==> config.mk <==
export PLATFORM = sky130hd
export DESIGN_NAME = rx_error_clear
export DESIGN_NICKNAME = d
export VERILOG_FILES = /design/src/logic/rx_check_pkg.sv /design/src/logic/rx_error_clear.sv
export VERILOG_INCLUDE_DIRS = /design/src /design/src/logic
export SDC_FILE = /design/constraint.sdc
export NUM_CORES = 1
export LEC_CHECK = 0
export BUFFER_PORTS_ARGS = -buffer_cell sky130_fd_sc_hd__buf_4
export CAP_MARGIN = 20
export CORE_AREA = 2 2 39 41
export CTS_CLUSTER_SIZE = 25
export DETAILED_ROUTE_END_ITERATION = 12
export DIE_AREA = 0 0 41 43
export GPL_TIMING_DRIVEN = 0
export PLACE_DENSITY = 0.43
export SLEW_MARGIN = 20
export SYNTH_ARGS = -nofsm -noshare
export SYNTH_HDL_FRONTEND = slang
export SYNTH_SLANG_ARGS = --single-unit
==> constraint.sdc <==
create_clock -name rx_vga_clk -period 1.9 [get_ports rx_vga_clk]
set_input_delay 0.095 -clock rx_vga_clk [delete_from_list [all_inputs] [get_ports rx_vga_clk]]
set_output_delay 0.095 -clock rx_vga_clk [all_outputs]
set_load 0.1 [all_outputs]
==> src/logic/rx_check_settings.svh <==
// Raster and FIFO sizes are shrunk for simulation and the FIFO must hold REALIGN_DELAY pixels
`ifndef RX_CHECK_SETTINGS_SVH
`define RX_CHECK_SETTINGS_SVH

// **********************************************************************
// Golden raster timing in rx_vga_clk cycles
// **********************************************************************

// Horizontal, line total 24
`define H_SYNC   4
`define H_BACK   2
`define H_ACTIVE 16
`define H_FRONT  2

// Vertical, frame total 10 lines
`define V_SYNC   2
`define V_BACK   1
`define V_ACTIVE 6
`define V_FRONT  1

// Receive FIFO is 32 deep, realign waits half of that
`define FIFO_ADDR_W   5
`define REALIGN_DELAY 16

// RGB565 pixels packed in one 64-bit receive word
`define PIX_PER_WORD 4

// Receiver error status code meaning no error
`define STATUS_PASS    18'h200
`define CLEAR_INTERVAL 15
`define FRAME_PIXELS   96

`endif
==> src/logic/rx_check_pkg.sv <==
// Shared types only, field widths are fixed by the RGB565 receive format
package rx_check_pkg;

   // **********************************************************************
   // Pixel and word formats
   // **********************************************************************

   // One RGB565 pixel, red in the top bits
   typedef struct packed {
      logic [4:0] r;
      logic [5:0] g;
      logic [4:0] b;
   } rgb565_t;

   // Held receive word as seen from the receiver core
   // first pixel sits in data[63:48]
   typedef struct packed {
      logic [63:0] data;
      logic        valid;
      // Number of pixels in this word, 1 to 4
      logic [2:0]  count;
      // Level, falling edge starts a frame
      logic        vsync;
   } rx_word_t;

   // Display pixel with its active flag
   typedef struct packed {
      rgb565_t pix;
      logic    active;
   } disp_pixel_t;

   // **********************************************************************
   // Pattern select and status
   // **********************************************************************

   typedef enum logic [1:0] {
      PAT_BARS,
      PAT_RAMP,
      PAT_CHECKER,
      PAT_SOLID
   } pattern_e;

   // Raw receiver error status, 18'h200 means clean
   typedef logic [17:0] status_t;

endpackage

==> src/logic/rx_error_clear.sv <==
// Clear is issued only on interval boundaries so a new error can wait up to CLEAR_INTERVAL cycles
`timescale 1ns/100ps
`include "rx_check_settings.svh"

module rx_error_clear (
   input  logic                  rx_vga_clk,
   input  logic                  rst_n,
   input  rx_check_pkg::status_t status_i,
   output logic                  clear_o
);

   localparam int CNT_W = $clog2(`CLEAR_INTERVAL + 1);

   logic [CNT_W-1:0] cnt_q;

   // Interval counter runs 1 to CLEAR_INTERVAL
   // first check lands one full interval after reset
   always_ff @(posedge rx_vga_clk) begin
      if (!rst_n) begin
         cnt_q   <= CNT_W'(1);
         clear_o <= 1'b1;
      end else if (cnt_q == CNT_W'(`CLEAR_INTERVAL)) begin
         cnt_q   <= CNT_W'(1);
         // Pulse only while the receiver still reports an error
         clear_o <= (status_i != `STATUS_PASS);
      end else begin
         cnt_q   <= cnt_q + 1'b1;
         clear_o <= 1'b0;
      end
   end

endmodule

After elaboration in Yosys (flattened, before gate mapping)
Cells that the tools add are included.
{ "totals": {"wordCells": 8, "register_bits": 5, "in_bits": 20, "output_inout_bits": 1} }
{ "op_classes": {"n_addsub": 1, "bitwise_logic": 1, "eq_ne": 2, "mux": 1, "n_reduce_logical": 1} }
{ "op_table": {"columns": ["op", "n"], "rows": [
  ["inequality test 18 x 10 -> 1 bit (second input constant)", 1],
  ["adder 4 x 1 -> 4 bit (second input constant)", 1],
  ["equality test 4 bit (second input constant)", 1],
  ["OR reduction 2 bit", 1],
  ["two-way mux 1 bit", 1],
  ["inverter 1 bit", 1]
]} }

Depth between registers and ports, before layout
Gate-level depths: netlist of the first run.
{ "logic_depth": {"depth_word": 2, "mapped_depth": 3, "mapped_depth_nobuf": 3} }

Worst setup path before layout of the first run
Ideal clock, no wire load.
{ "synth_path": {"path_type": "reg2out", "from": "reg clear_o", "to": "out clear_o", "required_ns": 1.805, "n_path_buf": 0, "t_arrival_ns": 0.909, "slack_ns": 0.896, "path_stages_with_launch": 1, "path_cell_list": "dfxtp_1"} }
{ "synth_rtl": {"columns": ["element", "line_no", "rtl"], "rows": [
  ["start: declaration", "rx_error_clear.sv:9", "output logic clear_o"],
  ["start signal: assignment", "rx_error_clear.sv:25", "clear_o <= (status_i != `STATUS_PASS);"]
]} }
No word-level cell between the ends.

Final worst setup path of the first run
{ "layout_path": {"from": "reg cnt_q[0]", "to": "reg cnt_q[3]"} }
{ "layout_between": {"elab_chain_cells": 2, "elab_cells_between_ends": 3, "cone_classes": "add/sub (1); eq/ne (1); reduce/logical (1)"} }
{ "layout_lines": {"columns": ["element", "line_no", "rtl"], "rows": [
  ["start: declaration", "rx_error_clear.sv:14", "logic [CNT_W-1:0] cnt_q;"],
  ["start signal: assignment", "rx_error_clear.sv:27", "cnt_q <= cnt_q + 1'b1;"],
  ["parallel branches: the longest is 2 deep, another holds adder 4 x 1 -> 4 bit", null, null]
]} }
Parallel ways; which one is timed is not known.
A chain may end at the register's enable or synchronous reset.

==> flow_metrics.env, run 1 <==
export IMPL_dpl_instance_area_sq_um=390
export IMPL_seq_area_frac_synth_pct=45.5
export IMPL_r2r_cells=3
export IMPL_fp_dieW_um=41
export IMPL_drc_errors=0
export IMPL_slew_headroom_pct=79.0
export IMPL_critPathArrivalTime_ps=1270
export IMPL_leakagePower_nw=0.192
export IMPL_design_area_sq_um=417
export IMPL_synth_compound_area_share_pct=5.11
export IMPL_dp_hpwl_um=503
export IMPL_clkSinkCount=5
export IMPL_grt_pass1_vias=316
export IMPL_cp_end_kind="register"
export IMPL_synthSimpleGateAreaFrac_pct=34.1
export IMPL_synth_area_sq_um=220
export IMPL_via_count=257
export IMPL_rsz0062_at_grt="no"
export IMPL_final_seq_area_sq_um=100
export IMPL_post_cts_buffers=0
export IMPL_worst_ir_drop_vdd_mv=0.258
export IMPL_wl_met3_um=93
export IMPL_total_power_mw=0.305
export IMPL_io_pins=21
export IMPL_muxShareOfSynthArea_pct=0
export IMPL_grt_max_degree=5
export IMPL_initial_core_util_pct=15.9
export IMPL_grt_pass1_wl_um=1040
export IMPL_synth_xor_area_share_pct=7.95
export IMPL_synthDistinctLibCells=15
export IMPL_nNetsFinal=68
export IMPL_grt_usage_pct=10.0
export IMPL_status="complete, no violations"
export IMPL_yosys_warnings=0
export IMPL_hold_violations=0
export IMPL_max_cap_violations=0
export IMPL_met2_wirelength_um=284
export IMPL_core_area_sq_um=1380
export IMPL_clk_latency_ps=240
export IMPL_htree_levels=1
export IMPL_clkSlewWorstSetupHoldPaths_ps=40
export IMPL_wirelength_um=601
export IMPL_drv_slew=0
export IMPL_diodes=0
export IMPL_gp_congestion=0.578
export IMPL_area_growth_pct=89.2
export IMPL_fin_worst_skew_ps=2.14
export IMPL_critPathLaunchType="register"
export IMPL_grt_overflow_total=0
export IMPL_drive_above_1_share_pct=52.2
export IMPL_fin_setup_tns_ps=0
export IMPL_cts_inserted_buffers=3
export IMPL_synth_cells=22
export IMPL_cts_hold_buf=0
export IMPL_avgSynthCellArea_sq_um=10.0
export IMPL_worstMarginPinSlew_ps=313
export IMPL_die_area_sq_um=1760
export IMPL_die_h_um=43
export IMPL_cts_resized=0
export IMPL_critPathKind="register to register"
export IMPL_root_buffer="clkbuf_4"
export IMPL_io_buffers=20
export IMPL_post_route_period_util_pct=56.9
export IMPL_min_period_ps=1080
export IMPL_viasPerCell=4.15
export IMPL_synth_seq_cells=5
export IMPL_synth_top_area_share_pct=45.5
export IMPL_final_core_util_pct=30.1
export IMPL_hold_class="input pin to register"
export IMPL_postSynthNetCount=43
export IMPL_yosys_area_top_type="dfxtp_1"
export IMPL_timing_fmax_mhz=924
export IMPL_wl_per_cell_um=9.69
export IMPL_antenna_found_initial=0
export IMPL_synth_top_family_by_area="simple AND/OR/NAND/NOR gates"
export IMPL_drt_iter0_markers=0
export IMPL_synth_area_leaders="dfxtp_1 (45%), xnor2_1 (8.0%), nor4b_2 (6.8%)"
export IMPL_ant_nets=0
export IMPL_wl_met1_um=215
export IMPL_whs_ps=96.7
export IMPL_setup_viol=0
export IMPL_cts_tree="built"
export IMPL_clk_path_buf_depth=2
export IMPL_nFillCells=161
export IMPL_cp_max_fo=4
export IMPL_rows=14
export IMPL_maxUsedRoutingLayer="met4"
export IMPL_required_ps=2090
export IMPL_dr_pass1_iters=1
export IMPL_multi_input_area_sq_um=116
export IMPL_holdPathStages=3
export IMPL_powerDensity_nw_per_um2=733
export IMPL_synth_fa_ha_area_share_pct=5.68
[cell families (layout without fill, tap and decap cells)]
| group | Yosys count | after routing |
|---|---|---|
| flip-flops | 5 | 5 |
| adder cells (fa/ha/maj) | 1 | 1 |
| AO/OA/AOI/OAI | 2 | 2 |
| XOR/XNOR | 2 | 2 |
| AND/OR/NAND/NOR | 11 | 11 |
| buffers and inverters | 1 | 25 |
[stage by stage]
step                      std cells  worst slack (ps)
after floorplan                  22               896
after global placement           58               843
after detailed placement         58               806
after CTS                        62               799
after global routing             62               734
final                            62               818
[path summary, 6_finish.rpt]
check / from / endpoint / slack (ps)
setup / recovery: cnt_q[0]$_SDFF_PP1_ / cnt_q[3]$_SDFF_PP0_ / 820
hold / removal: rst_n / cnt_q[2]$_SDFF_PP0_ / 100
setup reg to reg: cnt_q[0]$_SDFF_PP1_ / cnt_q[3]$_SDFF_PP0_ / 820
hold reg to reg: cnt_q[0]$_SDFF_PP1_ / cnt_q[0]$_SDFF_PP1_ / 400
[worst max-delay path, stage by stage (launching register included)]
cell and delay (ps):
dfxtp_1 310, ha_1 220, a31oi_1 310, and2_1 180
[where the power goes]
| part | leakage [nW] | internal [mW] | switching, mW |
|---|---|---|---|
| clock | 0.0150 | 0.0795 | 0.0450 |
| combinational | 0.135 | 0.0375 | 0.0228 |
| sequential | 0.0415 | 0.115 | 0.00577 |
| total | 0.192 | 0.232 | 0.0735 |
[metal layers]
metal  GRT usage (%)  vias to the layer above
li1                -                      130
met1            8.36                      100
met2            14.1                       25
met3            8.90                        2
met4            8.00                        0
met5               0                        -
[final cells by class]
cell class	instances	share of cell area, %
Sequential cell	5	24.0
Inverter	1	0.901
Timing Repair Buffer	20	36.0
Multi-Input combinational cell	16	27.9
Tap cell	16	4.80
Clock buffer	4	6.31
[synth_stat cells, drive strengths merged]
cell,n
dfxtp,5
and2,2
nor4,2
nor4b,2
xnor2,2
a21oi,1
a31oi,1
and4,1
ha,1
inv,1
nand2,1
nand3,1
nor2,1
nor3,1
[state kept, by name (all words and copies together), names as in the netlist]
signal and count:
clear_o 1, cnt_q 4
[layout by cell type (no fill, tap or decap)]
cell / n
a31oi_1: 1
ha_1: 1
nor4b_1: 1
a21oi_1: 1
nor2_1: 1
and4_1: 1
nor4b_2: 1
xnor2_1: 2
inv_1: 1
and2_1: 2
dfxtp_1: 5
nand2_1: 1
buf_4: 20
nor4_1: 2
nand3_1: 1
clkbuf_4: 3
nor3_1: 1
clkbuf_1: 1
Power figures use the tool's default switching activity.
==> run 2: changes to the inputs <==
==> constraint.sdc (replaced) <==
create_clock -name rx_vga_clk -period 1 [get_ports rx_vga_clk]
set_input_delay 0.05 -clock rx_vga_clk [delete_from_list [all_inputs] [get_ports rx_vga_clk]]
set_output_delay 0.05 -clock rx_vga_clk [all_outputs]
set_load 0.1 [all_outputs]
==> flow_metrics.env, run 2 (synthesized netlist as in run 1, its figures left out) <==
export IMPL_nNetsFinal=68
export IMPL_viasPerCell=4.24
export IMPL_powerDensity_nw_per_um2=1360
export IMPL_layout_common_cells="buf_4 (20), dfxtp_1 (5), clkbuf_4 (3)"
export IMPL_cts_tree="built"
export IMPL_critPathArrivalTime_ps=1070
export IMPL_cts_inserted_buffers=3
export IMPL_grt_overflow_total=0
export IMPL_layout_commonest_cell="buf_4"
export IMPL_max_cap_violations=0
export IMPL_drc_errors=0
export IMPL_post_route_period_util_pct=93.8
export IMPL_initial_core_util_pct=15.9
export IMPL_drive_above_1_share_pct=56.5
export IMPL_intPower_mw=0.444
export IMPL_worstMarginPinSlew_ps=250
export IMPL_p_sw_share_pct=25.0
export IMPL_wirelength_um=653
export IMPL_clk_latency_ps=240
export IMPL_cts_hold_buf=0
export IMPL_nFillCells=158
export IMPL_die_h_um=43
export IMPL_critPathLaunchType="register"
export IMPL_grt_pass1_vias=323
export IMPL_total_power_mw=0.592
export IMPL_wl_per_cell_um=10.5
export IMPL_fp_dieW_um=41
export IMPL_cp_end_kind="register"
export IMPL_required_ps=1140
export IMPL_die_area_sq_um=1760
export IMPL_pwr_share_seq_pct=39.4
export IMPL_cp_max_fo=4
export IMPL_gp_congestion=0.578
export IMPL_grt_usage_pct=10.3
export IMPL_dp_hpwl_um=503
export IMPL_status="complete, no violations"
export IMPL_grt_pass1_wl_um=1080
export IMPL_crit_path_top_delay_cell="dfxtp_1"
export IMPL_combPwrFrac_pct=20.6
export IMPL_reg_largest_list="cnt_q: 4 flops, clear_o: 1 flops"
export IMPL_ant_nets=0
export IMPL_clk_path_buf_depth=2
export IMPL_via_count=263
export IMPL_root_buffer="clkbuf_4"
export IMPL_clkSlewWorstSetupHoldPaths_ps=40
export IMPL_diodes=0
export IMPL_dp_cells=58
export IMPL_crit_path_max_incr_delay_ps=340
export IMPL_timing_fmax_mhz=1070
export IMPL_stdcell_count=62
export IMPL_clkSinkCount=5
export IMPL_top_register="cnt_q"
export IMPL_clock_power_share_pct=40.0
export IMPL_post_cts_buffers=0
export IMPL_grt_max_degree=5
export IMPL_crit_chain="ha_2 -> a31oi_4 -> and2_1"
export IMPL_rows=14
export IMPL_leakagePower_nw=0.191
export IMPL_setup_viol=0
export IMPL_area_growth_pct=97.2
export IMPL_io_pins=21
export IMPL_final_seq_area_sq_um=100
export IMPL_hold_violations=0
export IMPL_fin_worst_skew_ps=2.06
export IMPL_dr_pass1_iters=1
export IMPL_largest_reg_flops=4
export IMPL_drt_iter0_markers=0
export IMPL_min_period_ps=938
export IMPL_critPathKind="register to register"
export IMPL_htree_levels=1
export IMPL_slew_headroom_pct=83.1
export IMPL_multi_input_area_sq_um=134
export IMPL_drv_slew=0
export IMPL_antenna_found_initial=0
export IMPL_p_sw_mw=0.148
export IMPL_rsz0062_at_grt="no"
export IMPL_hold_class="input pin to register"
export IMPL_worst_ir_drop_vdd_mv=0.499
export IMPL_core_area_sq_um=1380
export IMPL_io_buffers=20
export IMPL_whs_ps=52.8
==> run 2: cell type report <==
cell class | count | share of cell area (%)
timing repair buffer | 20 | 34.6
sequential | 5 | 23.1
inverter | 1 | 0.865
tap | 16 | 4.61
clock buffer | 4 | 6.05
multi-input combinational | 16 | 30.8
==> run 2: path summary, 6_finish.rpt <==
path,from,to,slack (ps),depth (start not counted)
worst max-delay path,cnt_q[0]$_SDFF_PP1_,cnt_q[1]$_SDFF_PP0_,60,3
worst min-delay path,status_i[17],clear_o$_SDFF_PN1_,50,3
worst max register to register,cnt_q[0]$_SDFF_PP1_,cnt_q[1]$_SDFF_PP0_,60,3
worst min register to register,cnt_q[0]$_SDFF_PP1_,cnt_q[0]$_SDFF_PP1_,400,1
==> run 2: timing repair <==
item,CTS,global route
pin swaps,0,2
setup endpoints to repair,4,3
hold endpoints to repair,0,0
gates resized for setup,2,1
cloned,0,0
==> run 2: worst max-delay path, delay by kind of cell (launching register included) <==
kind / cells / cell delay (ps)
flip-flops: 1 / 340
adder cells (fa/ha/maj): 1 / 220
AND/OR/NAND/NOR: 1 / 160
AO/OA/AOI/OAI: 1 / 100
==> run 2: stage by stage <==
step | TNS, ps | util (%) | area (sq um) | setup slack, ps
6_report | 0 | 31.4 | 434 | 62.1
3_5_place_dp | -295 | 28.2 | 390 | -93.7
2_1_floorplan | 0 | - | 220 | 39.4
3_3_place_gp | -184 | 28.2 | 390 | -57.1
4_1_cts | 0 | 31.2 | 432 | 13.3
5_1_grt | 0 | 31.4 | 434 | 0.467
==> run 2: power by group through the flow <==
| stage | Sequential [mW] | Combinational (mW) | Clock (mW) |
|---|---|---|---|
| 2_1_floorplan | 0.247 | 0.0333 | 0 |
| 3_3_place_gp | 0.232 | 0.113 | 0 |
| 3_5_place_dp | 0.233 | 0.115 | 0 |
| 4_1_cts | 0.233 | 0.122 | 0.253 |
| 5_1_grt | 0.236 | 0.134 | 0.275 |
| 6_report | 0.233 | 0.122 | 0.237 |
==> run 2: per-layer routing <==
metal	global-route usage, %	vias to the layer above	wire length (um)
met4	8.00	0	8
met1	8.36	105	220
met5	0	-	0
li1	-	131	-
met2	15.0	25	331
met3	8.90	2	93
==> run 3: changes to the inputs <==
--- a/config.mk
+++ b/config.mk
@@ -13,7 +13,6 @@
 export DETAILED_ROUTE_END_ITERATION = 12
 export DIE_AREA = 0 0 41 43
 export GPL_TIMING_DRIVEN = 0
-export PLACE_DENSITY = 0.43
 export SLEW_MARGIN = 20
 export SYNTH_ARGS = -nofsm -noshare
 export SYNTH_HDL_FRONTEND = slang
==> constraint.sdc (replaced) <==
create_clock -name rx_vga_clk -period 1.1 [get_ports rx_vga_clk]
set_input_delay 0.055 -clock rx_vga_clk [delete_from_list [all_inputs] [get_ports rx_vga_clk]]
set_output_delay 0.055 -clock rx_vga_clk [all_outputs]
set_load 0.1 [all_outputs]
==> flow_metrics.env, run 3 (synthesized netlist as in run 1, its figures left out) <==
export IMPL_io_buffers=20
export IMPL_initial_core_util_pct=15.9
export IMPL_drc_errors=0
export IMPL_critPathKind="register to register"
export IMPL_hold_class="input pin to register"
export IMPL_status="complete, no violations"
export IMPL_r2r_cells=3
export IMPL_cts_tree="built"
export IMPL_required_ps=1290
export IMPL_layout_commonest_cell="buf_4"
export IMPL_cts_hold_buf=0
export IMPL_clkSinkCount=5
export IMPL_ant_nets=0
export IMPL_fin_setup_tns_ps=0
export IMPL_drive_above_1_share_pct=54.3
export IMPL_grt_overflow_total=0
export IMPL_die_area_sq_um=1760
export IMPL_clkSlewWorstSetupHoldPaths_ps=40
export IMPL_crit_reg2reg_launch="cnt_q[0]$_SDFF_PP1_"
export IMPL_area_growth_pct=92.0
export IMPL_max_cap_violations=0
export IMPL_antenna_found_initial=0
export IMPL_min_period_ps=1020
export IMPL_diodes=0
export IMPL_powerDensity_nw_per_um2=1250
export IMPL_cts_inserted_buffers=3
export IMPL_clk_latency_ps=240
export IMPL_grt_max_degree=5
export IMPL_layout_common_cells="buf_4 (20), dfxtp_1 (5), clkbuf_4 (3)"
export IMPL_io_pins=21
export IMPL_htree_levels=1
export IMPL_grt_pass1_vias=226
export IMPL_timing_fmax_mhz=982
export IMPL_top_register="cnt_q"
export IMPL_cp_max_fo=4
export IMPL_reg_largest_list="cnt_q: 4 flops, clear_o: 1 flops"
export IMPL_gp_congestion=0.647
export IMPL_final_core_util_pct=30.6
export IMPL_largest_reg_flops=4
export IMPL_viasPerCell=3.95
export IMPL_reg2reg_slack_ps=80
export IMPL_rows=14
export IMPL_grt_pass1_wl_um=959
export IMPL_worstMarginPinSlew_ps=278
export IMPL_hold_violations=0
export IMPL_cp_end_kind="register"
export IMPL_dr_pass1_iters=4
export IMPL_rsz0062_at_grt="no"
export IMPL_design_area_sq_um=423
export IMPL_worst_ir_drop_vdd_mv=0.677
export IMPL_core_area_sq_um=1380
export IMPL_fp_dieW_um=41
export IMPL_wl_per_cell_um=9.18
export IMPL_endpoint="cnt_q[1]$_SDFF_PP0_"
export IMPL_root_buffer="clkbuf_4"
export IMPL_leakagePower_nw=0.192
export IMPL_wirelength_um=569
export IMPL_dpl_instance_area_sq_um=390
export IMPL_setup_viol=0
export IMPL_post_route_period_util_pct=92.6
export IMPL_drt_iter0_markers=3
export IMPL_clk_path_buf_depth=2
export IMPL_die_h_um=43
export IMPL_worstReg2RegEnd="cnt_q[1]$_SDFF_PP0_"
export IMPL_startpoint="cnt_q[0]$_SDFF_PP1_"
export IMPL_critPathLaunchType="register"
export IMPL_slew_headroom_pct=81.6
export IMPL_grt_usage_pct=8.95
export IMPL_nNetsFinal=68
export IMPL_via_count=245
export IMPL_critPathArrivalTime_ps=1200
export IMPL_fin_worst_skew_ps=1.83
export IMPL_drv_slew=0
-- run 3: changes by cell type in the layout (fill, tap and decap cells not counted) --
cell     previous run  this run
a31oi_4             1         0
ha_2                1         0
a31oi_2             0         1
ha_1                0         1
-- run 3: layer usage --
metal | track usage, % | vias to the layer above | share of wire (%)
met2 | 11.6 | 11 | 50
met5 | 0 | - | 0
met3 | 9.42 | 0 | 12
met1 | 9.06 | 106 | 38
met4 | 4.00 | 0 | 0
li1 | - | 128 | -
-- run 3: repair_timing --
action / in CTS / in global routing
endpoints found under the setup margin: 2 / 0
setup buffers: 0 / 0
hold endpoints to repair: 0 / 0
resized for setup: 1 / 0
-- run 3: area by class of cell --
cell class	instances	area, sq um
clock buffers	4	26.3
well taps	16	20.0
flip-flops and latches	5	100
inverters	1	3.75
multi-input cells	16	123
fillers	157	961
repair buffers	20	150
-- run 3: per-stage QoR --
stage	setup WS [ps]	instances	power, mW	hold slack, ps
floorplan	136	22	0.254	188
global placement	6.16	58	0.313	296
detailed placement	1.86	58	0.316	305
CTS	78.1	62	0.542	49.5
global route	16.6	62	0.573	62.4
finish	81.7	62	0.529	50.5
-- run 3: power by group --
part / internal, mW / switching (mW)
clock: 0.137 / 0.0775
sequential: 0.198 / 0.0120
combinational: 0.0653 / 0.0391
total: 0.401 / 0.129
-- run 3: worst min path at each step --
stage / start / to / depth (start not counted)
6_report: status_i[17] / clear_o$_SDFF_PN1_ / 3
5_1_grt: rst_n / cnt_q[2]$_SDFF_PP0_ / 3
4_1_cts: status_i[17] / clear_o$_SDFF_PN1_ / 3
2_1_floorplan: rst_n / cnt_q[2]$_SDFF_PP0_ / 2
3_5_place_dp: status_i[17] / clear_o$_SDFF_PN1_ / 3
3_3_place_gp: rst_n / cnt_q[2]$_SDFF_PP0_ / 3
-- run 3: critical path, stage by stage (launching register included) --
cell	delay [ps]
dfxtp_1	320
ha_1	230
a31oi_2	260
and2_1	160
